`src/emesh_spi_pkg.sv`:
```
// Shared widths, frame layout and packet types for the emesh SPI link
package emesh_spi_pkg;

   // ##########################################################################
   // Widths
   // ##########################################################################

   // Word address into the register memory
   localparam int AW = 7;

   // Data word
   localparam int DW = 32;

   // Header is the write bit followed by the address
   localparam int HDR_W = 1 + AW;

   // Full frame, header then data, MSB first
   localparam int FRAME_W = HDR_W + DW;

   // Counts bits 0..FRAME_W inside a frame
   localparam int BIT_CNT_W = $clog2(FRAME_W + 1);

   // ##########################################################################
   // Packets
   // ##########################################################################

   // Host command, laid out in frame order so it loads straight into
   // the transmit shift register
   typedef struct packed {
      logic          write;
      logic [AW-1:0] addr;
      logic [DW-1:0] data;
   } emesh_pkt_t;

   // Read response back to the host
   typedef struct packed {
      logic [AW-1:0] addr;
      logic [DW-1:0] data;
   } rsp_pkt_t;

endpackage

```
`src/spi_if.sv`:
```
`timescale 1ns/1ps

// Serial link between master and slave
// Mode 0, ss_n low for a whole frame, MSB first
interface spi_if;

   // Serial clock, idles low
   logic sclk;

   // Master out, changes on sclk fall
   logic mosi;

   // Slave out, read data during the data phase
   logic miso;

   // Active low select, one slave only
   logic ss_n;

   modport master (
      output sclk,
      output mosi,
      output ss_n,
      input  miso
   );

   modport slave (
      input  sclk,
      input  mosi,
      input  ss_n,
      output miso
   );

endinterface

```
`src/spi_slave.sv`:
```
`timescale 1ns/1ps

// SPI slave
// Oversamples the link in the clk domain, decodes the header and
// reads or writes one memory word per frame
module spi_slave
   import emesh_spi_pkg::*;
(
   input  logic          clk,
   input  logic          rst,
   output logic          mem_we,
   output logic [AW-1:0] mem_addr,
   output logic [DW-1:0] mem_wdata,
   input  logic [DW-1:0] mem_rdata,
   spi_if.slave          spi
);

   logic [2:0]           sclk_sync;
   logic [1:0]           mosi_sync;
   logic [1:0]           ss_sync;
   logic                 sclk_rise;
   logic                 sclk_fall;
   logic                 mosi_s;
   logic                 ss_n_s;
   logic [BIT_CNT_W-1:0] bit_cnt;
   logic [HDR_W-1:0]     hdr_q;
   logic [DW-1:0]        rx_sr;
   logic [DW-1:0]        miso_sr;

   // ##########################################################################
   // Synchronizers
   // ##########################################################################

   // Idle link values out of reset
   always_ff @(posedge clk) begin
      if (rst) begin
         sclk_sync <= '0;
         ss_sync   <= '1;
      end else begin
         sclk_sync <= {sclk_sync[1:0], spi.sclk};
         ss_sync   <= {ss_sync[0], spi.ss_n};
      end
   end

   // Same depth as sclk so data stays aligned to the edges
   always_ff @(posedge clk) begin
      mosi_sync <= {mosi_sync[0], spi.mosi};
   end

   assign sclk_rise = sclk_sync[1] && !sclk_sync[2];
   assign sclk_fall = !sclk_sync[1] && sclk_sync[2];
   assign mosi_s    = mosi_sync[1];
   assign ss_n_s    = ss_sync[1];

   // ##########################################################################
   // Frame decode
   // ##########################################################################

   // Bit count, cleared between frames
   always_ff @(posedge clk) begin
      if (rst) begin
         bit_cnt <= '0;
         mem_we  <= 1'b0;
      end else begin
         mem_we <= 1'b0;
         if (ss_n_s) begin
            bit_cnt <= '0;
         end else if (sclk_rise) begin
            bit_cnt <= bit_cnt + 1'b1;
            // Commit after the last bit of a write frame
            if (bit_cnt == BIT_CNT_W'(FRAME_W - 1) && hdr_q[HDR_W-1]) begin
               mem_we <= 1'b1;
            end
         end
      end
   end

   // Receive shift, last 32 bits end up as the write data
   always_ff @(posedge clk) begin
      if (sclk_rise && !ss_n_s) begin
         rx_sr <= {rx_sr[DW-2:0], mosi_s};
         if (bit_cnt == BIT_CNT_W'(HDR_W - 1)) begin
            hdr_q <= {rx_sr[HDR_W-2:0], mosi_s};
         end
      end
   end

   // Read data out, loaded right after the header, then one bit per fall
   always_ff @(posedge clk) begin
      if (rst || ss_n_s) begin
         miso_sr <= '0;
      end else if (sclk_fall) begin
         if (bit_cnt == BIT_CNT_W'(HDR_W) && !hdr_q[HDR_W-1]) begin
            miso_sr <= mem_rdata;
         end else begin
            miso_sr <= {miso_sr[DW-2:0], 1'b0};
         end
      end
   end

   assign mem_addr  = hdr_q[AW-1:0];
   assign mem_wdata = rx_sr;
   assign spi.miso  = miso_sr[DW-1];

endmodule

```
`src/flat_wrapper.sv`:
```
// flat-port wrapper written by rule: the top's interface ports become plain ports
module spi_slave_flat import emesh_spi_pkg::*;
  (clk, rst, mem_we, mem_addr, mem_wdata, mem_rdata, spi_sclk, spi_mosi, spi_ss_n, spi_miso);
  spi_if spi_i ();
  input  logic clk;
  input  logic rst;
  output logic mem_we;
  output logic [AW-1:0] mem_addr;
  output logic [DW-1:0] mem_wdata;
  input  logic [DW-1:0] mem_rdata;
  input wire logic [$bits(spi_i.sclk)-1:0] spi_sclk;
  input wire logic [$bits(spi_i.mosi)-1:0] spi_mosi;
  input wire logic [$bits(spi_i.ss_n)-1:0] spi_ss_n;
  output wire logic [$bits(spi_i.miso)-1:0] spi_miso;
  assign spi_i.sclk = spi_sclk;
  assign spi_i.mosi = spi_mosi;
  assign spi_i.ss_n = spi_ss_n;
  assign spi_miso = spi_i.miso;
  spi_slave u_core (.clk(clk), .rst(rst), .mem_we(mem_we), .mem_addr(mem_addr), .mem_wdata(mem_wdata), .mem_rdata(mem_rdata), .spi(spi_i));
endmodule
```
`config.mk`:
```
export PLATFORM = sky130hd
export DESIGN_NAME = spi_slave_flat
export DESIGN_NICKNAME = d
export VERILOG_FILES = /design/src/emesh_spi_pkg.sv /design/src/spi_if.sv /design/src/spi_slave.sv /design/src/flat_wrapper.sv
export SDC_FILE = /design/constraint.sdc
export NUM_CORES = 1
export LEC_CHECK = 0
export BUFFER_PORTS_ARGS = -buffer_cell sky130_fd_sc_hd__buf_2
export CELL_PAD_IN_SITES_DETAIL_PLACEMENT = 2
export CELL_PAD_IN_SITES_GLOBAL_PLACEMENT = 2
export CORE_MARGIN = 2
export CORE_UTILIZATION = 36
export DETAILED_ROUTE_END_ITERATION = 12
export PLACE_DENSITY = 0.85
export SYNTH_ARGS = -nofsm -noshare
export SYNTH_HDL_FRONTEND = slang
export SYNTH_SLANG_ARGS = --single-unit
```
`constraint.sdc`:
```
create_clock -name clk -period 7.5 [get_ports clk]
set_input_delay 0 -clock clk [delete_from_list [all_inputs] [get_ports clk]]
set_output_delay 0 -clock clk [all_outputs]
set_load 0.01 [all_outputs]
```
==> flow_summary.ini <==
[run_status]
status = complete, no violations

[clock_tree]
clock_latency_ns = 0.35
clkSinkCount = 86
cts.clk_slew.worst_paths_ns = 0.09
cts_setup_buffers = 0
htree_levels = 3
tritoncts = yes
cts_inserted_buffers = 9
clk_path_buf_depth = 2
root_buffer = clkbuf_8

[synth]
netlist.area_leader.share_pct = 36.8
syn-cell-area_um2 = 3260
synth_most_common_cell = dfxtp_1
ys_top_cells_by_count = dfxtp_1, edfxtp_1, o21ai_0
synthArstFlopShare_pct = 0
synth_largest_area_cell = edfxtp_1
synth-seq-area-share_pct = 65.1
syn_nets = 326
synth_area_leaders = edfxtp_1, dfxtp_1, a31oi_1
synth_edf_count = 40
syn_avg_cell_area_um2 = 11.4
ys_seq_elements = 86
yosysUniqueCellTypes = 30
synth_top_flop_cell = dfxtp_1
synthCells = 287
synth_warnings = 0

[drt]
wirelength_um = 11400
highest_layer = met4
dr_wl_met3_um = 291
via_per_inst = 5.52
drc = 0
num_vias = 2726
wl_met1_um = 4460
final_antenna_net_count = 0
dr_wl_met2_um = 6400
drtPass1Iterations = 4
post_drt_wl_per_cell_um = 23.1
drt_iter0_markers = 149

[pwr]
seqPwrFrac_pct = 56.8
leakage_uw = 0.00153
ir_drop_mv = 0.0806
p_switching_uw = 200
powerDensity_nw_per_um2 = 208
intPower_uw = 666
clkPwrFrac_pct = 38.7
combPwrFrac_pct = 4.4
p_sw_share_pct = 23.1

[critical_path]
cp-start-kind = flop
crit_path_max_fanout = 10
endpoint_kind = flop
criticalPathCategory = flop to flop
critical_path.startpoint = u_core.sclk_sync[1]
reg2reg_from = u_core.sclk_sync[1]
reg2reg_slack_ns = 4.95
critPathRequiredTime_ns = 7.46
crit_arrival_ns = 2.50
r2r_cells = 3

[layout]
regArea_um2 = 2120
final_layout_size_suffix_gt1_share_pct = 27.2
synthToLayoutAreaGrowth_pct = 27.6
n_antenna_cell = 0
nets = 420
multi_input_area_um2 = 962
fillers = 892

[grt]
track_usage_pct = 23.8
grt_max_degree = 35
gr-total-overflow = 0
antenna_found_initial = 0
grt_pass1_vias = 3070
grt_pass1_wl_um = 17700

[sta]
rsz0062_at_grt = false
min_period_ns = 2.55
fin_crit_sh_pct = 33.9
fmax_ghz = 0.393
skew_ns = 0.0138
hold_violations = 0
drv_slew = 0
fin_setup_tns_ns = 0
hold_ws_ns = 0.0177
slew_headroom_pct = 10.6
setup_violations = 0
tightest_slew_ns = 1.34

[placed_design]
port-buffer-count = 77
place.gp.congestion = 0.780
dpl.hpwl_um = 6290

[worst_hold_path]
hp-start = mem_rdata[16]
hold_path_class = input pin to flop
holdPathStages = 3

[floorplan]
ios = 78
fp-row-count = 34
initial_core_util_pct = 37.2
dieArea_um2 = 9830
core_area_um2 = 8760
fp.dieH_um = 99.2
die_w_um = 99.2

[run]
max-cap-violations = 0
==> flip-flops by register name, indices dropped and copies added (netlist names) <==
signal and flops:
u_core.bit_cnt 6, u_core.hdr_q 8, u_core.mem_wdata 32, u_core.mem_we 1, u_core.miso_sr 32, u_core.mosi_sync 2
u_core.sclk_sync 3, u_core.ss_sync 2
==> what timing repair did <==
item	CTS	global route
gates resized for setup	0	0
hold buffers	31	1
hold endpoints to repair	32	1
==> worst max-delay path, stage by stage (launching register included) <==
cell and delay [ns]:
dfxtp_1 0.40, nand2b_1 0.26, or4_1 0.58, nor3_1 0.92
==> power groups by stage <==
| stage | Sequential, uW | Clock, uW | Combinational (uW) |
|---|---|---|---|
| 4_1_cts | 492 | 332 | 36.4 |
| 2_1_floorplan | 502 | 0 | 9.04 |
| 3_3_place_gp | 502 | 0 | 22.4 |
| 6_report | 492 | 335 | 38.2 |
| 3_5_place_dp | 503 | 0 | 23.7 |
| 5_1_grt | 492 | 356 | 41.5 |
==> through the flow <==
stage	util (%)	cells	total power, uW	instance area, um2	worst slack (ns)
global route	47.5	494	889	4160	4.71
global placement	41.6	446	524	3650	5.19
detailed placement	41.6	446	526	3650	4.97
CTS	47.4	493	861	4150	4.94
floorplan	-	287	511	3260	5.14
finish	47.5	494	865	4160	4.95
==> path summary, 6_finish.rpt <==
kind | end
hold reg to reg | u_core.mosi_sync[1]
setup reg to reg | u_core.hdr_q[4]
hold / removal | u_core.miso_sr[16]
setup / recovery | u_core.hdr_q[4]
==> layout make-up <==
| type | instances | area share [%] |
|---|---|---|
| Sequential cell | 86 | 51.0 |
| Timing Repair Buffer | 114 | 17.9 |
| Multi-Input combinational cell | 168 | 23.1 |
| Tap cell | 108 | 3.25 |
| Inverter | 2 | 0.180 |
| Clock buffer | 10 | 3.07 |
| Clock inverter | 6 | 1.50 |
==> routing by layer <==
layer	up-vias	track usage, %
met5	-	0
met2	74	45.1
met1	1392	27.1
li1	1246	-
met4	0	8.54
met3	14	3.23
==> cells by family after synthesis <==
| kind of cell | Yosys count | synth area share, % |
|---|---|---|
| AO/OA/AOI/OAI | 129 | 21.2 |
| XOR/XNOR | 2 | 0.537 |
| adder cells (fa/ha/maj) | 2 | 0.767 |
| buffers and inverters | 33 | 5.64 |
| flip-flops | 86 | 65.1 |
| multiplexers | 1 | 0.307 |
| AND/OR/NAND/NOR | 34 | 6.48 |
==> cell usage in the layout (no fill, tap or decap), types with 2 or more instances in the layout <==
master         Yosys  layout
buf_2              3      77
or4_1              2       2
clkbuf_8           0       9
buf_4              7       5
nor2_1             5       4
dfxtp_1           46      46
nor2b_2            0       2
nor2b_1            5       3
nand2_1            4       4
nand2b_1           3       3
nor3_1             2       2
nand3_1            4       4
clkinvlp_4         0       2
or2_2              3       3
inv_1              2       2
edfxtp_1          40      40
a21oi_1           33      33
dlygate4sd3_1      0      32
ha_1               2       2
or3_1              2       2
o21ai_1           29      29
a31oi_1           31      31
o21ai_0           34      34
(Power assumes the default switching activity.)
