==> src/emesh_spi_pkg.sv <==
// Shared widths, frame layout and packet types for the emesh SPI link
package emesh_spi_pkg;

   // ##########################################################################
   // Widths
   // ##########################################################################

   // Word address into the register memory
   localparam int AW = 7;

   // Data word
   localparam int DW = 32;

   // Header is the write bit followed by the address
   localparam int HDR_W = 1 + AW;

   // Full frame, header then data, MSB first
   localparam int FRAME_W = HDR_W + DW;

   // Counts bits 0..FRAME_W inside a frame
   localparam int BIT_CNT_W = $clog2(FRAME_W + 1);

   // ##########################################################################
   // Packets
   // ##########################################################################

   // Host command, laid out in frame order so it loads straight into
   // the transmit shift register
   typedef struct packed {
      logic          write;
      logic [AW-1:0] addr;
      logic [DW-1:0] data;
   } emesh_pkt_t;

   // Read response back to the host
   typedef struct packed {
      logic [AW-1:0] addr;
      logic [DW-1:0] data;
   } rsp_pkt_t;

endpackage

==> src/cmd_fifo.sv <==
`timescale 1ns/1ps

// Command buffer in front of the SPI master
// Host is paced by credits, so a push is never refused
module cmd_fifo
   import emesh_spi_pkg::*;
#(
   parameter int FIFO_DEPTH = 4
) (
   input  logic       clk,
   input  logic       rst,
   input  logic       push,
   input  emesh_pkt_t push_pkt,
   input  logic       pop,
   output logic       valid,
   output emesh_pkt_t head_pkt,
   output logic       credit
);

   localparam int PTR_W = (FIFO_DEPTH > 1) ? $clog2(FIFO_DEPTH) : 1;
   localparam int OCC_W = $clog2(FIFO_DEPTH + 1);

   emesh_pkt_t       mem [FIFO_DEPTH];
   logic [PTR_W-1:0] wr_ptr;
   logic [PTR_W-1:0] rd_ptr;
   logic [OCC_W-1:0] count;
   logic             pop_ok;

   // Show-ahead head entry
   assign valid    = (count != '0);
   assign head_pkt = mem[rd_ptr];
   assign pop_ok   = pop && valid;

   // Storage
   always_ff @(posedge clk) begin
      if (push) begin
         mem[wr_ptr] <= push_pkt;
      end
   end

   // Pointers, occupancy and credit return
   always_ff @(posedge clk) begin
      if (rst) begin
         wr_ptr <= '0;
         rd_ptr <= '0;
         count  <= '0;
         credit <= 1'b0;
      end else begin
         // One credit back per entry released
         credit <= pop_ok;
         if (push) begin
            wr_ptr <= (wr_ptr == PTR_W'(FIFO_DEPTH - 1)) ? '0 : wr_ptr + 1'b1;
         end
         if (pop_ok) begin
            rd_ptr <= (rd_ptr == PTR_W'(FIFO_DEPTH - 1)) ? '0 : rd_ptr + 1'b1;
         end
         case ({push, pop_ok})
            2'b10:   count <= count + 1'b1;
            2'b01:   count <= count - 1'b1;
            default: count <= count;
         endcase
      end
   end

endmodule

==> config.mk <==
export PLATFORM = sky130hd
export DESIGN_NAME = cmd_fifo
export DESIGN_NICKNAME = d
export VERILOG_FILES = /design/src/emesh_spi_pkg.sv /design/src/cmd_fifo.sv
export SDC_FILE = /design/constraint.sdc
export NUM_CORES = 1
export LEC_CHECK = 0
export BUFFER_PORTS_ARGS = -buffer_cell sky130_fd_sc_hd__buf_4
export CAP_MARGIN = 40
export CORE_MARGIN = 2
export CORE_UTILIZATION = 40
export DETAILED_ROUTE_END_ITERATION = 10
export HOLD_SLACK_MARGIN = 0.06
export PLACE_DENSITY_LB_ADDON = 0.12
export SYNTH_ARGS = -nofsm -noshare
export SYNTH_HDL_FRONTEND = slang
export SYNTH_SLANG_ARGS = --single-unit
==> constraint.sdc <==
create_clock -name clk -period 2.1 [get_ports clk]
set_input_delay 0.21 -clock clk [delete_from_list [all_inputs] [get_ports clk]]
set_output_delay 0.21 -clock clk [all_outputs]
set_load 0.05 [all_outputs]
==> results of run 1 <==
==> metal layers <==
layer / vias to the layer above / track usage
met5: - / 0
met4: 0 / 0.0607
met3: 16 / 0.0471
met2: 78 / 0.218
met1: 1582 / 0.191
li1: 1374 / -
==> state kept, by name, summed over array words and instances, names as in the netlist, named ones only <==
register  count
count         3
credit        1
mem         160
rd_ptr        2
wr_ptr        2
==> per-stage QoR <==
step | total power [uW] | hold slack (ns) | instances
4_1_cts | 9220 | 0.0702 | 631
3_5_place_dp | 6520 | 0.413 | 556
5_1_grt | 9460 | 0.0800 | 631
6_report | 9090 | 0.0913 | 631
3_3_place_gp | 6490 | 0.409 | 556
2_1_floorplan | 5890 | 0.309 | 260
==> power breakdown <==
part | switching, uW | total, uW | internal [uW] | leakage (uW)
Combinational | 1530 | 2520 | 988 | 0.00102
Sequential | 85.5 | 3980 | 3890 | 0.00155
Clock | 1120 | 2590 | 1470 | 0.000232
==> cell usage after synthesis (all sizes together) <==
cell type and count:
or3 3, buf 9, inv 7, a21oi 4, and2 4, clkbuf 1, fa 1, nor2 7
dfxtp 10, ha 6, o21ai 1, o31ai 1, mux4 40, mux2i 2, xor2 2, nand2 1
nor3b 1, edfxtp 160
==> worst max-delay path: cells and delay by family (launching register included) <==
family	cells	cell delay (ns)
mux	1	0.54
flops	1	0.40
buf+inv	2	0.41
==> logic make-up after synthesis <==
| kind of cell | after synthesis |
|---|---|
| compound gates | 6 |
| simple gates | 16 |
| fa+ha+maj | 7 |
| flops | 170 |
| mux | 42 |
| xor+xnor | 2 |
| buf+inv | 17 |
==> layout make-up <==
class | count | area [sq um]
timing repair buffer | 140 | 1190
clock inverter | 7 | 28.8
clock buffer | 23 | 448
multi-input combinational | 73 | 1170
sequential | 170 | 5010
fill | 1264 | 7180
inverter | 7 | 26.3
tap | 211 | 264
==> final timing paths <==
| kind | from | to | slack [ns] | cells after the start |
|---|---|---|---|---|
| min | pop | credit | 0.09 | 3 |
| min reg2reg | rd_ptr[0] | flop | 0.49 | 2 |
| max | flop | head_pkt[7] | 0.12 | 3 |
| max reg2reg | count[0] | count[2] | 0.21 | 8 |
==> what timing repair did <==
item	CTS	global route
hold buffers	42	0
endpoints found under the setup margin	31	0
hold endpoints to repair	170	0
setup buffers	3	0
==> key figures, run 1 <==
Routing
  – Via count: 3050
  – Met2 wire len: 5320 microns
  – Met3 wire length: 540 microns
  – Routed len/inst: 17.7 microns
  – Drt drc: 0
  – Drt initial violations: 139
  – Via-to-Cell Ratio: 4.83
  – DRT antenna net count: 0
  – Post-Route WL: 11100 microns
  – Top layer in use: met4
  – M1 wire length: 5090 microns
  – 1st-pass router iterations: 4

Synth
  – Xor and xnor area share after synthesis: 0.00278
  – Synth top area cells: edfxtp_1 (76%), mux4_2 (14%), dfxtp_1 (3.2%), buf_12 (1.3%), ha_1 (1.2%)
  – Compound-cell area share of the yosys netlist: 0.00734
  – Syn avg cell area: 24.3 sq um
  – Synth warn: 0
  – Synth top area share: 0.762
  – Adder-Cell Fraction of Synth Area: 0.0151
  – Post-synthesis cell count: 260
  – Largest area contributor in the netlist: edfxtp_1
  – Main combinational cell family by area after synthesis: multiplexers
  – Post-synthesis mux area share: 0.146
  – Register area share after synthesis: 0.793
  – Synth Area in Simple Gates: 0.0129
  – Syn nets: 311
  – Synth Cell Area: 0.00631 sq mm
  – Netlist cell types: 20
  – Flops & latches, synth: 170

Placement
  – Worst slack at placement: 0.211 ns
  – Hpwl dp: 6450 microns
  – Cell area after placement: 0.00722 sq mm
  – GPL Wtd Cong: 0.648
  – PortBufs: 85

STA
  – Highest clock rate: 504 MHz
  – RSZ-0062 raised after global routing: no
  – Hold violation total from the final report: 0
  – Period Utilization, post-route: 0.945
  – Relative slew slack: 0.570
  – Setup-failing EPs final: 0
  – Fin Setup TNS: 0 ns
  – Max Clock Skew: 0.00312 ns
  – Post-route setup slack: 0.116 ns
  – Worst-Margin Slew: 0.646 ns
  – Min Clock Period, post-route: 1.98 ns
  – Final Max Tran Viols: 0

Cells and area
  – ANT cells: 0
  – Nets: 460
  – Area growth from synthesis to layout: 29.0%
  – Final Instance Area: 0.00814 sq mm
  – Most common cell after layout, fill and taps aside: edfxtp_1
  – Fraction of layout cells with a size suffix above 1: 0.390
  – Most frequent cells in the layout: edfxtp_1 (160), buf_4 (95), dlygate4sd3_1 (42)
  – Final Core Density: 0.531

Floorplan
  – Initial core utilization: 0.412
  – Height of the die: 130 microns
  – I/O pin count: 86
  – Row count: 45
  – Die Wd: 130 microns
  – Full die area: 0.0168 sq mm
  – Core Box Area: 0.0153 sq mm

Worst setup path
  – Crit end category: output pin
  – CP Cell Sequence: buf_12 -> mux4_2 -> buf_4
  – Slowest Stage Delay on Critical Path: 0.54 ns
  – Setup Crit Path Kind: reg -> out
  – Critical path peak fanout: 17
  – Critical Path AT: 1.77 ns
  – Critical path launch point type: flop
  – CP Data Required Time: 1.89 ns
  – CP max stage cell: mux4_2

Outcome
  – Status: completed

Hold path
  – Worst min path class: in -> reg

Clock network
  – Clk slew on worst S/H paths: 0.06 ns
  – CTS root buf: clkbuf_16
  – Clock sink total: 170
  – Number of CTS-inserted buffers: 17
  – Worst-Skew Late Latency: 0.41 ns
  – Buffer depth of the longest clock path: 2
  – CTS tree: done
  – Resized Gates After CTS: 0
  – H-tree depth: 4

Power and ir drop
  – Worst IR Drop VDD: 0.639 mV
  – Pwr dens: 1120 mW/mm^2
  – Lkg Pwr: 0.00280 uW

GRT
  – Vias in the first global route: 3235
  – First-pass GRT wire length: 17400 microns
  – Gr ovfl total: 0
  – Pin count of the biggest net entering global routing: 41
  – Initial antenna violation count: 0
  – Gr usage total: 0.143

Job
  – Max_cap viols: 0
(Power assumes the default switching activity.)
==> run 2, diff against run 1 <==
--- a/config.mk
+++ b/config.mk
@@ -7,9 +7,13 @@
 export LEC_CHECK = 0
 export BUFFER_PORTS_ARGS = -buffer_cell sky130_fd_sc_hd__buf_4
 export CAP_MARGIN = 40
+export CELL_PAD_IN_SITES_DETAIL_PLACEMENT = 0
+export CELL_PAD_IN_SITES_GLOBAL_PLACEMENT = 1
 export CORE_MARGIN = 2
 export CORE_UTILIZATION = 40
+export CTS_BUF_LIST = sky130_fd_sc_hd__clkbuf_2
 export DETAILED_ROUTE_END_ITERATION = 10
+export GPL_TIMING_DRIVEN = 0
 export HOLD_SLACK_MARGIN = 0.06
 export PLACE_DENSITY_LB_ADDON = 0.12
 export SYNTH_ARGS = -nofsm -noshare
==> key figures, run 2 (same netlist as run 1, synthesis figures left out) <==
Floorplan
  – Full die area: 0.0168 sq mm (unchanged)
  – Height of the die: 130 microns (unchanged)
  – Row count: 45 (unchanged)
  – I/O pin count: 86 (unchanged)
  – Die Wd: 130 microns (unchanged)
  – Initial core utilization: 0.412 (unchanged)
  – Core Box Area: 0.0153 sq mm (unchanged)

Cells and area
  – Max reg flops: 160 (unchanged)
  – Most common cell after layout, fill and taps aside: edfxtp_1 (unchanged)
  – Nets: 463 (was 460)
  – Most frequent cells in the layout: edfxtp_1 (160), dlygate4sd3_1 (45), buf_4 (44) (was edfxtp_1 (160), buf_4 (95), dlygate4sd3_1 (42))
  – Biggest register: mem (unchanged)
  – Top Registers: mem x160, count x3 (unchanged)
  – Final Core Density: 0.531 (about the same)
  – Area growth from synthesis to layout: 28.9% (was 29.0%)
  – Fraction of layout cells with a size suffix above 1: 0.407 (was 0.390)
  – # fillers: 1267 (was 1264)

STA
  – Min Clock Period, post-route: 2.27 ns (was 1.98 ns)
  – Setup-failing EPs final: 40 (was 0)
  – Max Clock Skew: 0.0244 ns (was 0.00312 ns)
  – Post-route setup slack: -0.166 ns (was 0.116 ns)
  – Worst-Margin Slew: 0.660 ns (was 0.646 ns)
  – Final Max Tran Viols: 0 (unchanged)
  – RSZ-0062 raised after global routing: yes (was no)
  – Period Utilization, post-route: 1.08 (was 0.945)
  – Fin Setup TNS: -5.60 ns (was 0 ns)
  – Relative slew slack: 0.560 (was 0.570)
  – Highest clock rate: 441 MHz (was 504 MHz)
  – Hold_ws: 0.244 ns (was 0.0913 ns)
  – Hold violation total from the final report: 0 (unchanged)

Power and ir drop
  – Lkg Pwr: 0.00280 uW (about the same)
  – Pwr dens: 1040 mW/mm^2 (was 1120 mW/mm^2)
  – Worst IR Drop VDD: 0.661 mV (was 0.639 mV)

GRT
  – First-pass GRT wire length: 17400 microns (about the same)
  – Initial antenna violation count: 1 (was 0)
  – Vias in the first global route: 3265 (was 3235)
  – Pin count of the biggest net entering global routing: 22 (was 41)
  – Gr ovfl total: 0 (unchanged)
  – Gr usage total: 0.144 (was 0.143)

Worst setup path
  – FF-to-FF Start: count[0] (unchanged)
  – FF-to-FF End: count[2] (unchanged)
  – Crit end category: output pin (unchanged)
  – Worst reg2reg setup slack: 0.18 ns (was 0.21 ns)
  – CP Data Required Time: 1.89 ns (about the same)
  – Critical path peak fanout: 10 (was 17)
  – Critical path launch point type: flop (unchanged)
  – Critical Path AT: 2.06 ns (was 1.77 ns)
  – R2R cell count: 8 (unchanged)
  – Setup Crit Path Kind: reg -> out (unchanged)

Placement
  – GPL Wtd Cong: 0.645 (was 0.648)
  – PortBufs: 84 (was 85)
  – Worst slack at placement: 0.200 ns (was 0.211 ns)
  – Hpwl dp: 6640 microns (was 6450 microns)

Routing
  – Drt drc: 0 (unchanged)
  – DRT antenna net count: 0 (unchanged)
  – Drt initial violations: 182 (was 139)
  – Via-to-Cell Ratio: 4.71 (was 4.83)
  – Routed len/inst: 17.5 microns (was 17.7 microns)
  – Via count: 3001 (was 3050)
  – Post-Route WL: 11100 microns (about the same)
  – 1st-pass router iterations: 4 (unchanged)

Job
  – Max_cap viols: 0 (unchanged)

Clock network
  – Number of CTS-inserted buffers: 17 (unchanged)
  – Buffer depth of the longest clock path: 2 (unchanged)
  – Clock sink total: 170 (unchanged)
  – CTS root buf: clkbuf_2 (was clkbuf_16)
  – CTS tree: done (unchanged)
  – Worst-Skew Late Latency: 0.67 ns (was 0.41 ns)
  – H-tree depth: 4 (unchanged)
  – Clk slew on worst S/H paths: 0.22 ns (was 0.06 ns)
  – Setup bufs post-CTS: 0 (was 3)

Outcome
  – Status: complete, but fails checks (was completed)
  – Failing checks: negative setup slack

Hold path
  – Worst min path class: in -> reg (unchanged)
  – Hold_sp: push_pkt[28] (was pop)
  – Worst Hold End: mem[3][28] (was credit)
  – Worst Hold Path Cells: 2 (was 3)
## run 2: what timing repair did
item	CTS	global route
endpoints found under the setup margin	40	40
hold endpoints to repair	170	0
hold buffers	45	0
gates resized for setup	41	0
## run 2: report_power, final
group          internal [uW]  switching, uW
Clock                    673           1010
Combinational           1190           1590
Sequential              3880           72.8
Total                   5740           2680
## run 2: metrics by stage
step / total power [uW] / area [sq um] / instances
floorplan: 5890 / 6310 / 260
global route: 8800 / 8130 / 637
CTS: 8560 / 8130 / 636
finish: 8420 / 8130 / 637
detailed placement: 6600 / 7290 / 559
global placement: 6570 / 7200 / 555
## run 2: how the worst max path moves through the flow
stage / end / slack (ns) / cells past startpoint
2_1_floorplan: mem[3][0] / 0.18 / 2
6_report: head_pkt[1] / -0.17 / 4
3_3_place_gp: mem[0][20] / -0.71 / 3
3_5_place_dp: count[2] / 0.20 / 8
5_1_grt: head_pkt[1] / -0.35 / 4
4_1_cts: head_pkt[31] / -0.31 / 4
## run 2: layer usage
| metal | part of all wire | track usage | routed length [microns] | up-vias |
|---|---|---|---|---|
| met5 | 0 | 0 | 0 | - |
| met4 | 0.0034 | 0.0588 | 38 | 0 |
| met3 | 0.045 | 0.0409 | 505 | 6 |
| met2 | 0.50 | 0.229 | 5600 | 76 |
| met1 | 0.45 | 0.187 | 5000 | 1533 |
| li1 | - | - | - | 1386 |
## run 2: critical path, cell delays in order, from the launching register on
cell and delay, ns:
dfxtp_2 0.37, buf_6 0.14, buf_12 0.16, mux4_2 0.54, buf_6 0.18
## run 2: cell type report
class	count	area, sq um	area share
Sequential cell	170	5010	0.616
Timing Repair Buffer	133	1310	0.161
Multi-Input combinational cell	73	1170	0.143
Tap cell	211	264	0.0325
Clock inverter	10	128	0.0157
Buffer	10	115	0.0142
Clock buffer	22	110	0.0135
Inverter	7	26.3	0.00323
Antenna cell	1	2.50	0.000308
==> run 3, diff against run 2 <==
--- a/config.mk
+++ b/config.mk
@@ -10,7 +10,7 @@
 export CELL_PAD_IN_SITES_DETAIL_PLACEMENT = 0
 export CELL_PAD_IN_SITES_GLOBAL_PLACEMENT = 1
 export CORE_MARGIN = 2
-export CORE_UTILIZATION = 40
+export CORE_UTILIZATION = 52
 export CTS_BUF_LIST = sky130_fd_sc_hd__clkbuf_2
 export DETAILED_ROUTE_END_ITERATION = 10
 export GPL_TIMING_DRIVEN = 0
==> key figures, run 3 (same netlist as run 1, synthesis figures left out) <==
Outcome
  – Status: complete, but fails checks (unchanged)
  – Failing checks: negative setup slack (unchanged)

Routing
  – Drt drc: 0 (unchanged)
  – DRT antenna net count: 0 (unchanged)
  – Via count: 3042 (was 3001)
  – 1st-pass router iterations: 4 (unchanged)
  – Via-to-Cell Ratio: 5.29 (was 4.71)
  – Drt initial violations: 95 (was 182)
  – Routed len/inst: 19.1 microns (was 17.5 microns)
  – Post-Route WL: 11000 microns (was 11100 microns)

STA
  – Final Max Tran Viols: 0 (unchanged)
  – Relative slew slack: 0.587 (was 0.560)
  – Worst-Margin Slew: 0.619 ns (was 0.660 ns)
  – Period Utilization, post-route: 1.10 (was 1.08)
  – Setup-failing EPs final: 40 (unchanged)
  – Min Clock Period, post-route: 2.31 ns (was 2.27 ns)
  – Post-route setup slack: -0.207 ns (was -0.166 ns)
  – Highest clock rate: 433 MHz (was 441 MHz)
  – Hold violation total from the final report: 0 (unchanged)
  – RSZ-0062 raised after global routing: yes (unchanged)
  – Max Clock Skew: 0.0123 ns (was 0.0244 ns)

Clock network
  – CTS tree: done (unchanged)
  – Worst-Skew Late Latency: 0.71 ns (was 0.67 ns)
  – Clock sink total: 170 (unchanged)
  – Buffer depth of the longest clock path: 2 (unchanged)
  – Setup bufs post-CTS: 0 (unchanged)
  – Clk slew on worst S/H paths: 0.21 ns (was 0.22 ns)
  – H-tree depth: 4 (unchanged)
  – CTS root buf: clkbuf_2 (unchanged)
  – Number of CTS-inserted buffers: 17 (unchanged)

Power and ir drop
  – Worst IR Drop VDD: 0.774 mV (was 0.661 mV)
  – Total Power: 8420 uW (about the same)
  – Lkg Pwr: 0.00283 uW (was 0.00280 uW)
  – Pwr dens: 1040 mW/mm^2 (about the same)

Floorplan
  – Height of the die: 114 microns (was 130 microns)
  – Initial core utilization: 0.530 (was 0.412)
  – I/O pin count: 86 (unchanged)
  – Row count: 40 (was 45)
  – Full die area: 0.0130 sq mm (was 0.0168 sq mm)
  – Core Box Area: 0.0119 sq mm (was 0.0153 sq mm)
  – Die Wd: 114 microns (was 130 microns)

Cells and area
  – ANT cells: 0 (was 1)
  – Most frequent cells in the layout: edfxtp_1 (160), dlygate4sd3_1 (45), buf_4 (44) (unchanged)
  – Biggest register: mem (unchanged)
  – Nets: 466 (was 463)
  – Area growth from synthesis to layout: 28.5% (was 28.9%)
  – Max reg flops: 160 (unchanged)
  – Top Registers: mem x160, count x3 (unchanged)
  – Fraction of layout cells with a size suffix above 1: 0.414 (was 0.407)
  – Most common cell after layout, fill and taps aside: edfxtp_1 (unchanged)
  – Final std cells w/o fill: 575 (was 637)

Worst setup path
  – Most used cell, CP: buf_12 (was buf_6)
  – Worst path bufs/invs: 3 (unchanged)
  – CP Cell Sequence: buf_12 -> buf_12 -> mux4_2 -> buf_6 (was buf_6 -> buf_12 -> mux4_2 -> buf_6)
  – Worst reg2reg setup slack: 0.13 ns (was 0.18 ns)
  – CP max stage cell: mux4_2 (unchanged)
  – Critical Path AT: 2.10 ns (was 2.06 ns)
  – FF-to-FF End: count[2] (unchanged)
  – CP Data Required Time: 1.89 ns (about the same)
  – FF-to-FF Start: count[2] (was count[0])
  – Crit end category: output pin (unchanged)
  – CP top delay family: multiplexers (unchanged)
  – Critical path peak fanout: 10 (unchanged)
  – R2R cell count: 8 (unchanged)
  – Slowest Stage Delay on Critical Path: 0.52 ns (was 0.54 ns)
  – Setup Crit Path Kind: reg -> out (unchanged)
  – Critical path launch point type: flop (unchanged)

Job
  – Max_cap viols: 0 (unchanged)

Placement
  – GPL Wtd Cong: 0.705 (was 0.645)
  – Hpwl dp: 6310 microns (was 6640 microns)
  – PortBufs: 84 (unchanged)
  – Placed Cells incl. Taps: 495 (was 559)
  – Worst slack at placement: 0.134 ns (was 0.200 ns)

Hold path
  – Hold_sp: push_pkt[29] (was push_pkt[28])
  – Worst min path class: in -> reg (unchanged)
  – Worst Hold End: mem[3][29] (was mem[3][28])
  – Worst Hold Path Cells: 2 (unchanged)

GRT
  – Gr ovfl total: 0 (unchanged)
  – Vias in the first global route: 3211 (was 3265)
  – Pin count of the biggest net entering global routing: 25 (was 22)
  – Initial antenna violation count: 0 (was 1)
  – First-pass GRT wire length: 16700 microns (was 17400 microns)
  – Gr usage total: 0.181 (was 0.144)
==> run 3: final cells by class <==
cell class	instances	area, sq um
multi-input combinational	73	1170
sequential	170	5010
timing repair buffer	136	1390
buffer	10	124
clock buffer	21	105
clock inverter	11	104
fill	782	3810
tap	147	184
inverter	7	26.3
==> run 3: what timing repair did <==
action	CTS	global route
setup endpoints to repair	40	41
endpoints found under the hold margin	170	0
hold buffers	45	0
cloned	0	3
resized for setup	41	4
==> run 3: per-layer routing <==
layer  share of wire  vias up  global-route usage
met5               0        -                   0
met4           0.016        0              0.0821
met3           0.033       15              0.0471
met2            0.52       70               0.288
met1            0.43     1564               0.238
li1                -     1393                   -
==> run 3: per-stage QoR <==
step           hold WS [ns]  cell area, sq um  TNS, ns  utilization
2_1_floorplan         0.309              6310        0            -
3_3_place_gp          0.410              7120   -96.01        0.598
3_5_place_dp          0.412              7210        0        0.605
4_1_cts               0.130              8020   -10.37        0.673
5_1_grt               0.131              8100   -12.68        0.680
6_report              0.218              8100    -7.44        0.680
==> run 3: worst max path at each step <==
stage                         to       from  cells past startpoint
finish               head_pkt[7]       flop                      4
global route         head_pkt[1]       flop                      4
CTS                 head_pkt[12]       flop                      4
detailed placement      count[2]   count[0]                      8
global placement      mem[3][20]  wr_ptr[0]                      2
floorplan              mem[3][0]  wr_ptr[0]                      2
==> run 3: where the power goes <==
| group | switching, uW | internal, uW |
|---|---|---|
| Clock | 1010 | 542 |
| Sequential | 78.5 | 3890 |
| Combinational | 1610 | 1280 |
