### src/emesh_spi_pkg.sv
// Shared widths, frame layout and packet types for the emesh SPI link
package emesh_spi_pkg;

   // ##########################################################################
   // Widths
   // ##########################################################################

   // Word address into the register memory
   localparam int AW = 7;

   // Data word
   localparam int DW = 32;

   // Header is the write bit followed by the address
   localparam int HDR_W = 1 + AW;

   // Full frame, header then data, MSB first
   localparam int FRAME_W = HDR_W + DW;

   // Counts bits 0..FRAME_W inside a frame
   localparam int BIT_CNT_W = $clog2(FRAME_W + 1);

   // ##########################################################################
   // Packets
   // ##########################################################################

   // Host command, laid out in frame order so it loads straight into
   // the transmit shift register
   typedef struct packed {
      logic          write;
      logic [AW-1:0] addr;
      logic [DW-1:0] data;
   } emesh_pkt_t;

   // Read response back to the host
   typedef struct packed {
      logic [AW-1:0] addr;
      logic [DW-1:0] data;
   } rsp_pkt_t;

endpackage

### src/spi_if.sv
`timescale 1ns/1ps

// Serial link between master and slave
// Mode 0, ss_n low for a whole frame, MSB first
interface spi_if;

   // Serial clock, idles low
   logic sclk;

   // Master out, changes on sclk fall
   logic mosi;

   // Slave out, read data during the data phase
   logic miso;

   // Active low select, one slave only
   logic ss_n;

   modport master (
      output sclk,
      output mosi,
      output ss_n,
      input  miso
   );

   modport slave (
      input  sclk,
      input  mosi,
      input  ss_n,
      output miso
   );

endinterface

### src/spi_master.sv
`timescale 1ns/1ps

// SPI master
// Pulls commands from the buffer, sends one 40-bit frame each and
// returns read data as a response held under wait_in
module spi_master
   import emesh_spi_pkg::*;
#(
   parameter int CLK_DIV = 2
) (
   input  logic          clk,
   input  logic          rst,
   input  logic          fifo_valid,
   input  emesh_pkt_t    fifo_pkt,
   output logic          fifo_pop,
   output logic          access_out,
   output logic [AW-1:0] rsp_addr,
   output logic [DW-1:0] rsp_data,
   input  logic          wait_in,
   spi_if.master         spi
);

   localparam int DIV_W = (CLK_DIV > 1) ? $clog2(CLK_DIV) : 1;

   typedef enum logic [2:0] {
      ST_IDLE,
      ST_SETUP,
      ST_SHIFT,
      ST_HOLD,
      ST_RESPOND
   } state_t;

   state_t               state;
   logic [DIV_W-1:0]     div_cnt;
   logic                 half_done;
   logic [BIT_CNT_W-1:0] bit_cnt;
   logic                 sclk_q;
   logic                 ss_n_q;
   logic                 sclk_fall;
   logic [FRAME_W-1:0]   tx_sr;
   logic [DW-1:0]        rx_data;
   logic                 frame_rd;
   logic [AW-1:0]        frame_addr;
   rsp_pkt_t             rsp_q;

   // ##########################################################################
   // Control
   // ##########################################################################

   // Start only when idle and nothing waits on the response port
   assign fifo_pop  = (state == ST_IDLE) && fifo_valid && !access_out;
   assign half_done = (div_cnt == DIV_W'(CLK_DIV - 1));
   // End of a high phase
   assign sclk_fall = (state == ST_SHIFT) && half_done && sclk_q;

   always_ff @(posedge clk) begin
      if (rst) begin
         state      <= ST_IDLE;
         div_cnt    <= '0;
         bit_cnt    <= '0;
         sclk_q     <= 1'b0;
         ss_n_q     <= 1'b1;
         access_out <= 1'b0;
      end else begin
         case (state)
            ST_IDLE: begin
               if (fifo_pop) begin
                  ss_n_q  <= 1'b0;
                  div_cnt <= '0;
                  bit_cnt <= '0;
                  state   <= ST_SETUP;
               end
            end
            // One cycle of select before the first edge
            ST_SETUP: state <= ST_SHIFT;
            ST_SHIFT: begin
               if (half_done) begin
                  div_cnt <= '0;
                  sclk_q  <= ~sclk_q;
                  if (sclk_fall && bit_cnt == BIT_CNT_W'(FRAME_W - 1)) begin
                     state <= ST_HOLD;
                  end else if (sclk_fall) begin
                     bit_cnt <= bit_cnt + 1'b1;
                  end
               end else begin
                  div_cnt <= div_cnt + 1'b1;
               end
            end
            // Writes finish here, reads go on to the response port
            ST_HOLD: begin
               ss_n_q <= 1'b1;
               state  <= frame_rd ? ST_RESPOND : ST_IDLE;
            end
            ST_RESPOND: begin
               if (!access_out) begin
                  access_out <= 1'b1;
               end else if (!wait_in) begin
                  access_out <= 1'b0;
                  state      <= ST_IDLE;
               end
            end
            default: state <= ST_IDLE;
         endcase
      end
   end

   // ##########################################################################
   // Datapath
   // ##########################################################################

   always_ff @(posedge clk) begin
      if (fifo_pop) begin
         tx_sr      <= fifo_pkt;
         frame_rd   <= !fifo_pkt.write;
         frame_addr <= fifo_pkt.addr;
      end else if (sclk_fall) begin
         tx_sr <= {tx_sr[FRAME_W-2:0], 1'b0};
         // Slave miso lags by its synchronizer, so sample late in the high phase
         if (bit_cnt >= BIT_CNT_W'(HDR_W)) begin
            rx_data <= {rx_data[DW-2:0], spi.miso};
         end
      end
      // Response loads once and is held until accepted
      if (state == ST_HOLD && frame_rd) begin
         rsp_q.addr <= frame_addr;
         rsp_q.data <= rx_data;
      end
   end

   assign spi.sclk = sclk_q;
   assign spi.mosi = tx_sr[FRAME_W-1];
   assign spi.ss_n = ss_n_q;
   assign rsp_addr = rsp_q.addr;
   assign rsp_data = rsp_q.data;

endmodule

### src/flat_wrapper.sv
// flat-port wrapper written by rule: the top's interface ports become plain ports
module spi_master_flat import emesh_spi_pkg::*;
#(
   parameter int CLK_DIV = 2
)
  (clk, rst, fifo_valid, fifo_pkt, fifo_pop, access_out, rsp_addr, rsp_data, wait_in, spi_sclk, spi_mosi, spi_ss_n, spi_miso);
  spi_if spi_i ();
  input  logic clk;
  input  logic rst;
  input  logic fifo_valid;
  input  emesh_pkt_t fifo_pkt;
  output logic fifo_pop;
  output logic access_out;
  output logic [AW-1:0] rsp_addr;
  output logic [DW-1:0] rsp_data;
  input  logic wait_in;
  output wire logic [$bits(spi_i.sclk)-1:0] spi_sclk;
  output wire logic [$bits(spi_i.mosi)-1:0] spi_mosi;
  output wire logic [$bits(spi_i.ss_n)-1:0] spi_ss_n;
  input wire logic [$bits(spi_i.miso)-1:0] spi_miso;
  assign spi_sclk = spi_i.sclk;
  assign spi_mosi = spi_i.mosi;
  assign spi_ss_n = spi_i.ss_n;
  assign spi_i.miso = spi_miso;
  spi_master #(.CLK_DIV(CLK_DIV)) u_core (.clk(clk), .rst(rst), .fifo_valid(fifo_valid), .fifo_pkt(fifo_pkt), .fifo_pop(fifo_pop), .access_out(access_out), .rsp_addr(rsp_addr), .rsp_data(rsp_data), .wait_in(wait_in), .spi(spi_i));
endmodule
### config.mk
export PLATFORM = sky130hd
export DESIGN_NAME = spi_master_flat
export DESIGN_NICKNAME = d
export VERILOG_FILES = /design/src/emesh_spi_pkg.sv /design/src/spi_if.sv /design/src/spi_master.sv /design/src/flat_wrapper.sv
export SDC_FILE = /design/constraint.sdc
export NUM_CORES = 1
export LEC_CHECK = 0
export ABC_AREA = 1
export ABC_CLOCK_PERIOD_IN_PS = 3350
export BUFFER_PORTS_ARGS = -buffer_cell sky130_fd_sc_hd__buf_4
export CAP_MARGIN = 20
export CORE_MARGIN = 2
export CORE_UTILIZATION = 55
export DETAILED_ROUTE_END_ITERATION = 12
export PLACE_DENSITY = 0.79
export SLEW_MARGIN = 20
export SYNTH_ARGS = -nofsm -noshare
export SYNTH_HDL_FRONTEND = slang
export SYNTH_SLANG_ARGS = --single-unit
### constraint.sdc
create_clock -name clk -period 3.35 [get_ports clk]
set_clock_uncertainty 0.05 [all_clocks]
set_input_delay 0.335 -clock clk [delete_from_list [all_inputs] [get_ports clk]]
set_output_delay 0.335 -clock clk [all_outputs]
set_load 0.02 [all_outputs]
==> metrics.yaml, run 1 <==
cp.required_ps: 2960
intPower_w: 0.003697
htreeDepth: 4
power.share.switching: 0.2605
root_buffer: "clkbuf_8"
post_drt_wl_per_cell_um: 14.67
cp-endpoint: "fifo_pop"
syn-mean-instance-area_um2: 13.62
pwr-share-seq: 0.451
post_cts_resized: 0
ys_seq_elements: 132
clock_path_buffers: 2
critPathArrivalTime_ps: 2020
start_util: 0.5596
vdd_drop_max_mv: 0.4673
startpoint: "u_core.access_out"
gp_congestion: 0.7725
met2_length_um: 4202
tns_ps: 0
cts_tree: "yes"
first_global_vias: 2941
yosysWarnings: 0
synthCells: 353
hold_violations: 0
finalSetupViolations: 0
slew_viol_final: 0
worst_slew_pin_slew_ps: 614.9
netlist-cell-type-count: 22
clk_pin_slew_ps: 60
critPathKind: "reg2out"
ys_async_sr_fraction: 0
io_pins: 89
max_freq_mhz: 416.4
critPathCaptureType: "output port"
area_growth_pct: 31.28
postRouteAntennaNets: 0
vias: 2947
fin_crit_sh: 0.7168
maxSlewHeadroom: 0.5897
worstSkewPairLatency_ps: 510
ff2ff_path_depth: 5
drc: 0
nFillCells: 580
hold_class: "in2reg"
synth_edf_count: 119
yosysSeqAreaShare: 0.7973
synth_commonest_cells: "nand2_1 (134), edfxtp_1 (119), inv_1 (17)"
rsz0062_at_grt: "false"
rows: 34
core_region_area_um2: 8593
synth_ff_type: "edfxtp_1"
port-buffer-count: 88
met3_length_um: 516
viasPerCell: 5.038
grt_pass1_wl_um: 14020
overflow: 0
start_kind: "flip-flop"
antenna_found_initial: 0
p_total_w: 0.004999
yosys-top-cells-area: "edfxtp_1 (74%), nand2_1 (10%), dfxtp_1 (5.4%), nand3_1 (1.5%), inv_1 (1.3%)"
post-dp-hpwl_um: 5394
dieArea_um2: 9506
power.density_nw_per_um2: 792.0
r2r_start: "u_core.state[1]"
syn_area_um2: 4808
cap_violations: 0
cts_made_buffers: 17
min_period_ps: 2401
yosysMostFrequentCell: "nand2_1"
final_nets: 511
drt_pass1_iterations: 4
n_antenna_cell: 0
r2r_end: "u_core.rsp_data[10]"
synth_top_area_frac: 0.7432
route.top_layer_used: "met4"
synth_top_area_cell: "edfxtp_1"
die_h_um: 97.50
path_max_fanout: 28
drive_above_1_share: 0.2830
fp.dieW_um: 97.50
grt_use_total: 0.1928
rrSetupSlack_ps: 1400
syn-num-nets: 400
wl_um: 8581
power_frac_comb: 0.151
p_leak_nw: 2.585
drt_iter0_markers: 195
wl_met1_um: 3777
switchingPower_w: 0.001302
numClockSinks: 132
grt_max_degree: 49
hold_ws_ps: 37.36
status: "finished clean"
power_frac_clock: 0.399
[worst max-delay path: stages, from the launching register on]
cell,delay [ps]
dfxtp_1,340
nor2_1,260
nand3_4,250
inv_2,420
buf_4,230
[flip-flops by register name, summed over array words and instances, names as in the netlist, 3 cells and up]
name and flops:
u_core.rsp_data 32, u_core.bit_cnt 6, u_core.rx_data 32, u_core.state 3
u_core.rsp_addr 7, u_core.tx_sr 40, u_core.frame_addr 7
[kinds of logic (layout without fill, tap and decap cells)]
logic type | after synthesis | after routing | synth area share
AND/OR/NAND/NOR | 174 | 174 | 0.1533
flip-flops | 132 | 132 | 0.7973
buffers and inverters | 29 | 153 | 0.02706
AO/OA/AOI/OAI | 16 | 16 | 0.01717
adder cells (fa/ha/maj) | 2 | 2 | 0.005203
[per-stage QoR]
stage | instances | cell area, µm² | util | setup slack [ps]
global placement | 544 | 5583 | 0.6497 | 1435
CTS | 585 | 6312 | 0.7346 | 892.5
finish | 585 | 6312 | 0.7346 | 948.6
floorplan | 353 | 4808 | - | 582.1
detailed placement | 544 | 5583 | 0.6497 | 1330
global route | 585 | 6312 | 0.7346 | 817.8
[repair_timing]
item	CTS	global route
hold endpoints to repair	15	0
hold buffers	9	0
buffers inserted	0	0
[cell type report]
type	instances	area [µm²]	area share
Sequential cell	132	3834	0.6073
Multi-Input combinational cell	192	848.3	0.1344
Timing Repair Buffer	101	780.7	0.1237
Clock buffer	18	417.9	0.06620
Clock inverter	14	221.5	0.03508
Tap cell	108	135.1	0.02141
Inverter	20	75.07	0.01189
[placed cells by master, fill, tap and decap left out]
cell type	n
nand2_1	134
edfxtp_1	119
buf_4	92
inv_1	17
clkbuf_16	16
nor2_1	15
nand3_1	14
dfxtp_1	13
a21oi_1	9
dlygate4sd3_1	9
o21ai_0	5
inv_6	5
bufinv_16	5
inv_2	3
nand2_4	3
nor2_2	2
nor3_1	2
ha_1	2
clkinvlp_4	2
nor2_4	1
nand3_4	1
nand4_2	1
a21oi_2	1
nand3_2	1
o21bai_1	1
clkbuf_8	1
clkinv_1	1
clkinv_4	1
clkbuf_1	1
[power groups by stage]
stage / Combinational [W] / Sequential (W) / Clock, W
2_1_floorplan: 0.000505 / 0.00229 / 0
3_3_place_gp: 0.000708 / 0.00227 / 0
3_5_place_dp: 0.000741 / 0.00228 / 0
4_1_cts: 0.000761 / 0.00226 / 0.00202
5_1_grt: 0.000857 / 0.00228 / 0.00210
6_report: 0.000753 / 0.00225 / 0.00199
[how the worst min path moves through the flow]
stage,start,end,slack (ps),cells past startpoint
finish,fifo_pkt[28],u_core.tx_sr[28],40,3
global route,fifo_pkt[28],u_core.tx_sr[28],10,3
CTS,fifo_pkt[15],u_core.tx_sr[15],10,3
detailed placement,u_core.rx_data[31],u_core.rsp_data[31],360,0
global placement,u_core.frame_addr[5],u_core.rsp_addr[5],350,0
floorplan,u_core.frame_addr[0],u_core.rsp_addr[0],350,0
[layer usage]
layer,up-vias,global-route usage
met5,-,0
met4,0,0.07692
met3,9,0.06835
met2,118,0.3024
met1,1392,0.2481
li1,1428,-
Note: power is estimated with default switching activity, not from simulation.
==> inputs of run 2 (changes only) <==
ABC_CLOCK_PERIOD_IN_PS = 2250   (was 3350)
clock period = 2.25 ns   (was 3.35 ns; I/O delays follow)
==> run 2 against run 1 <==
  * Sequential power up 49%
  * Cell count increased by 5.6%
  * Clock-buffer cell count unchanged
  * Register-to-register slack lost 860 ps
  * Power rose by 43%
  * Global-route usage up 1.1 points
  * First-iteration DRC count shrank 2.6%
  * Critical path depth did not move
  * Largest cell class unchanged
==> metrics.yaml, run 2 (same netlist as run 1, synthesis figures left out) <==
grt_pass1_wl_um: 14850  # +5.9%
ff2ff_path_depth: 5  # unchanged
grt_use_total: 0.2040  # +0.01122
critical-path-top-delay-family: "buffers and inverters"
io_pins: 89  # unchanged
start_kind: "flip-flop"
switchingPower_w: 0.001948  # +50%
fp.dieW_um: 97.50  # unchanged
drc: 0  # unchanged
htreeDepth: 4  # unchanged
antenna_found_initial: 0  # unchanged
dieArea_um2: 9506  # unchanged
post_drt_wl_per_cell_um: 14.58  # -0.63%
pwr-share-seq: 0.468  # +0.017
hp-start: "wait_in"
critPathCaptureType: "output port"
slew_viol_final: 0  # unchanged
intPower_w: 0.005217  # +41%
worst_slew_pin_slew_ps: 596.7  # -18.24 ps
final_nets: 544  # +6.5%
tns_ps: 0  # unchanged
critPathArrivalTime_ps: 1700  # -320 ps
stdcell_count: 618  # +5.6%
power.density_nw_per_um2: 1088  # +37%
vias: 3065  # +4.0%
grt_max_degree: 49  # unchanged
clock_path_buffers: 2  # unchanged
cts_made_buffers: 17  # unchanged
top_usage_layer: "met2"
clk_pin_slew_ps: 60  # about the same
viasPerCell: 4.960  # -1.5%
cap_violations: 0  # unchanged
post_cts_resized: 0  # unchanged
crit_path_top_delay_cell: "dfxtp_1"
drt_pass1_iterations: 4  # unchanged
wl_um: 9008  # +5.0%
largest_reg_flops: 40  # unchanged
crit_chain: "nor2_1 -> nand3_4 -> inv_2 -> buf_4"
worstSkewPairLatency_ps: 510  # about the same
hold_class: "in2reg"
nFillCells: 506  # -13%
first_global_vias: 3135  # +6.6%
numClockSinks: 132  # unchanged
path_max_fanout: 14  # -50%
cts_tree: "yes"
whs_endpoint: "u_core.state[2]"
rsz0062_at_grt: "false"
core_region_area_um2: 8593  # unchanged
final_common_cell: "nand2_1"
slowest_delay_ps: 330  # -90 ps
drive_above_1_share: 0.2667  # -0.01635
port-buffer-count: 88  # unchanged
hold_path_depth: 5  # +2
gp_congestion: 0.8720  # +13%
largest_register: "u_core.tx_sr"
use_met2: 0.3310  # +0.02865
power.share.switching: 0.2719  # +0.01146
start_util: 0.5596  # unchanged
crit_buf_inv: 2  # unchanged
rows: 34  # unchanged
use_met3: 0.07050  # +0.002158
hold_violations: 0  # unchanged
overflow: 0  # unchanged
power_frac_clock: 0.367  # -0.032
n_antenna_cell: 0  # unchanged
dp.cells: 544  # unchanged
post-dp-hpwl_um: 5123  # -5.0%
postRouteAntennaNets: 0  # unchanged
p_leak_nw: 2.694  # +4.2%
max_freq_mhz: 506.1
final_cell_mix: "nand2_1 (134), edfxtp_1 (119), buf_4 (91), dlygate4sd3_1 (42), inv_1 (17)"
root_buffer: "clkbuf_8"
r2r_start: "u_core.state[1]"
rrSetupSlack_ps: 540  # -860 ps
status: "finished clean"
finalSetupViolations: 0  # unchanged
drt_iter0_markers: 190  # -2.6%
met1_usage: 0.2586  # +0.01043
critPathKind: "reg2out"
vdd_drop_max_mv: 0.6486  # +39%
maxSlewHeadroom: 0.6019  # +0.01217
r2r_end: "u_core.rsp_data[15]"
die_h_um: 97.50  # unchanged
area_growth_pct: 36.92
min_period_ps: 1976
cp.required_ps: 1980  # -980 ps
power_frac_comb: 0.165  # +0.014
fin_crit_sh: 0.8782
## run 2: changes by cell type in the layout (fill, tap and decap cells not counted), sizes merged
cell | before | now
clkinvlp | 2 | 3
bufinv | 5 | 2
inv | 25 | 24
clkinv | 2 | 5
dlygate4sd3 | 9 | 42
## run 2: worst reg2reg max path, cell delays in order, from the launching register on
cell     delay (ps)
dfxtp_1         460
nand2_1         110
nor2_1          150
nand2_1          90
inv_1            60
buf_4           420
## run 2: final cells by class
| cell class | instances | area (µm²) | share of cell area |
|---|---|---|---|
| sequential | 132 | 3834 | 0.5823 |
| timing repair buffer | 134 | 1124 | 0.1707 |
| multi-input combinational | 192 | 848.3 | 0.1288 |
| clock buffer | 18 | 417.9 | 0.06347 |
| clock inverter | 14 | 150.1 | 0.02281 |
| tap | 108 | 135.1 | 0.02052 |
| inverter | 20 | 75.07 | 0.01140 |
## run 2: how the worst max path moves through the flow
stage,start,to,slack (ps),cells past startpoint
2_1_floorplan,u_core.state[2],u_core.rx_data[0],190,3
3_3_place_gp,u_core.state[2],u_core.bit_cnt[3],610,7
3_5_place_dp,u_core.state[2],u_core.bit_cnt[3],540,7
4_1_cts,u_core.access_out,fifo_pop,260,4
5_1_grt,u_core.access_out,fifo_pop,180,4
6_report,u_core.access_out,fifo_pop,270,4
## run 2: what timing repair did
action | in CTS | in global routing
endpoints found under the hold margin | 55 | 0
buffers inserted | 0 | 0
hold buffers | 42 | 0
## run 2: per-layer routing
layer,vias up,routed length [µm]
met5,-,0
met4,0,112
met3,11,553
met2,114,4574
met1,1440,3767
li1,1500,-
## run 2: stage by stage
stage	area [µm²]	worst slack, ps	hold WS [ps]	total power, W	utilization
after global placement	5595	606.9	353.8	0.004462	0.6511
after floorplan	4812	191.5	273.9	0.004163	-
after detailed placement	5595	536.5	354.5	0.004503	0.6511
after CTS	6584	256.4	56.22	0.007190	0.7662
after global routing	6584	178.5	80.42	0.007505	0.7662
final	6584	274.1	78.84	0.007165	0.7662
## run 2: power by group through the flow
stage | combinational (W) | clock (W) | sequential, W
floorplan | 0.000753 | 0 | 0.00341
global placement | 0.00108 | 0 | 0.00338
detailed placement | 0.00111 | 0 | 0.00340
CTS | 0.00117 | 0.00266 | 0.00335
global route | 0.00133 | 0.00278 | 0.00339
finish | 0.00118 | 0.00263 | 0.00335
==> inputs of run 3 (changes only) <==
ABC_AREA = 0   (was 1)
CORE_UTILIZATION = 54   (was 55)
PLACE_DENSITY = 0.78   (was 0.79)
==> run 3 against run 2 <==
  * Combinational power is 59% lower
  * Register-to-register slack worse by 320 ps
  * Via count is 0.26% higher
  * Synthesized cell count is 6.8% lower
  * Worst setup slack worse by 130 ps
  * Sequential share of layout area is 0.19 points lower
  * Power is 16% lower
  * Wire length is 3.4% higher
  * Largest cell class unchanged
  * Largest power group unchanged
==> metrics.yaml, run 3 <==
status: "finished clean"
synth_top_area_frac: 0.7482  # +0.005062
vias: 3073  # +0.26%
post-dp-hpwl_um: 5208  # +1.7%
final_nets: 519  # -4.6%
post-cts-setup-buffers: 0  # unchanged
cap_violations: 0  # unchanged
synth_edf_count: 119  # unchanged
path_max_fanout: 47  # +33
worstSkewPairLatency_ps: 520  # about the same
critical-path-top-delay-family: "buffers and inverters"
min_period_ps: 2104  # +127.9 ps
largest_reg_flops: 40  # unchanged
dp.cells: 519  # -4.6%
grt_pass1_wl_um: 15080  # +1.6%
gp_congestion: 0.7966  # -8.6%
crit_buf_inv: 3  # +1
antenna_found_initial: 0  # unchanged
power.density_nw_per_um2: 906.7  # -17%
nFillCells: 479  # -5.3%
muxShareOfSynthArea: 0  # unchanged
rows: 34  # unchanged
post_drt_wl_per_cell_um: 15.70  # +7.7%
fin_util: 0.7651  # -0.001021
stdcell_count: 593  # -4.0%
met2_length_um: 4575  # about the same
postRouteAntennaNets: 0  # unchanged
synth_top_area_cell: "edfxtp_1"
yosys-top-cells-area: "edfxtp_1 (75%), nand2_1 (9.5%), dfxtp_1 (5.4%), buf_6 (0.71%), a32o_1 (0.63%)"
p_leak_nw: 2.640  # -2.0%
slew_viol_final: 0  # unchanged
syn_area_um2: 4776  # -0.68%
critPathCaptureType: "output port"
synth_top_family_by_area: "simple AND/OR/NAND/NOR gates"
synth_compound_area_frac: 0.03039  # +0.01322
grt_use_total: 0.2082  # +0.004173
syn-mean-instance-area_um2: 14.52  # +6.6%
route.top_layer_used: "met4"
core_region_area_um2: 8636  # +0.50%
p_total_w: 0.005991  # -16%
rsz0062_at_grt: "false"
clock_path_buffers: 2  # unchanged
synthAdderAreaFrac: 0.005240  # +0.00003545
die_h_um: 98.05  # +0.56%
cp.required_ps: 1980  # about the same
syn-num-nets: 376  # -6.0%
yosysMostFrequentCell: "nand2_1"
cts_made_buffers: 17  # unchanged
largest_register: "u_core.tx_sr"
synth_ff_type: "edfxtp_1"
drive_above_1_share: 0.2804  # +0.01375
n_antenna_cell: 0  # unchanged
start_kind: "flip-flop"
overflow: 0  # unchanged
htreeDepth: 4  # unchanged
yosysSeqAreaShare: 0.8027  # +0.005431
io_pins: 89  # unchanged
vdd_drop_max_mv: 0.5531  # -15%
start_util: 0.5530  # -0.006523
critPathKind: "reg2out"
drc: 0  # unchanged
wl_um: 9313  # +3.4%
fin_crit_sh: 0.9350  # +0.05685
fp.dieW_um: 98.05  # +0.56%
wl_met1_um: 3942  # +4.6%
crit_chain: "nor3b_2 -> nand2_1 -> inv_1 -> buf_12 -> buf_4"
port-buffer-count: 88  # unchanged
ys_seq_elements: 132  # unchanged
maxSlewHeadroom: 0.5721  # -0.02975
area_growth_pct: 38.35
met3_length_um: 556  # +0.54%
synth-simple-area-share: 0.1368  # -0.01651
dieArea_um2: 9613  # +1.1%
netlist-cell-type-count: 36  # +64%
ys_async_sr_fraction: 0  # unchanged
final_common_cell: "nand2_1"
drt_iter0_markers: 292  # +54%
crit_path_top_delay_cell: "dfxtp_2"
root_buffer: "clkbuf_8"
critPathArrivalTime_ps: 1830  # +130 ps
finalSetupViolations: 0  # unchanged
slowest_delay_ps: 360  # +30 ps
synthCells: 329  # -6.8%
viasPerCell: 5.182  # +4.5%
hold_violations: 0  # unchanged
max_freq_mhz: 475.3  # -6.1%
worst_slew_pin_slew_ps: 640.4  # +43.78 ps
hold_class: "in2reg"
drt_pass1_iterations: 5  # +1
cts_tree: "yes"
synth_commonest_cells: "nand2_1 (121), edfxtp_1 (119), dfxtp_1 (13)"
hold_ws_ps: 75.77  # -3.067 ps
clk_pin_slew_ps: 60  # about the same
synthXorXnorAreaFrac: 0.003668  # +0.003668
yosysWarnings: 0  # unchanged
first_global_vias: 3091  # -1.4%
numClockSinks: 132  # unchanged
final_cell_mix: "nand2_1 (121), edfxtp_1 (119), buf_4 (92), dlygate4sd3_1 (42), clkbuf_16 (16)"
grt_max_degree: 48  # -2.0%
## run 3: cell count changes after synthesis, sizes merged, moves of 4 or more
cell and delta:
nor2 -10, nor3b +4, nand3 -11, clkbuf +7, inv -13, a21oi -6, nand2 -16
## run 3: report_power, final
group | switching [W] | internal (W)
clock | 0.00112 | 0.00152
combinational | 0.000265 | 0.000218
sequential | 0.0000475 | 0.00282
## run 3: through the flow
stage / worst slack [ps] / instance area, µm² / TNS, ps
after floorplan: -113.5 / 4802 / -378.8
after global placement: 323.2 / 5609 / 0
after detailed placement: 292.5 / 5609 / 0
after CTS: 56.23 / 6603 / 0
after global routing: 26.36 / 6608 / 0
final: 146.2 / 6608 / 0
## run 3: repair_timing
action	CTS	global route
hold buffers	42	0
gates resized for setup	0	1
endpoints found under the setup margin	0	1
endpoints found under the hold margin	57	0
## run 3: cell type report
type | count | area (µm²) | share of cell area
timing repair buffer | 137 | 1171 | 0.1772
tap | 108 | 135.1 | 0.02045
inverter | 7 | 26.28 | 0.003977
clock inverter | 15 | 158.9 | 0.02405
sequential | 132 | 3835 | 0.5804
clock buffer | 17 | 414.1 | 0.06268
multi-input combinational | 177 | 867.1 | 0.1312
## run 3: logic make-up after synthesis
group,after synthesis
buf+inv,20
flops,132
simple gates,154
fa+ha+maj,2
xor+xnor,2
compound gates,19
## run 3: worst paths after layout
kind                              from            endpoint  slack (ps)  cells past startpoint
setup / recovery       u_core.state[1]            fifo_pop         150                      5
hold / removal                 wait_in   u_core.access_out          80                      4
setup reg to reg       u_core.state[1]   u_core.bit_cnt[3]         220                      4
hold reg to reg   u_core.frame_addr[0]  u_core.rsp_addr[0]         370                      0
## run 3: worst min-delay path, stage by stage
cell      delay, ps
buf_4            80
nand2b_1         90
nand3_1          90
a21oi_1         130
## run 3: routing by layer
metal	global-route usage	up-vias
li1	-	1460
met1	0.2615	1462
met2	0.3219	126
met3	0.08089	25
met4	0.09722	0
met5	0	-
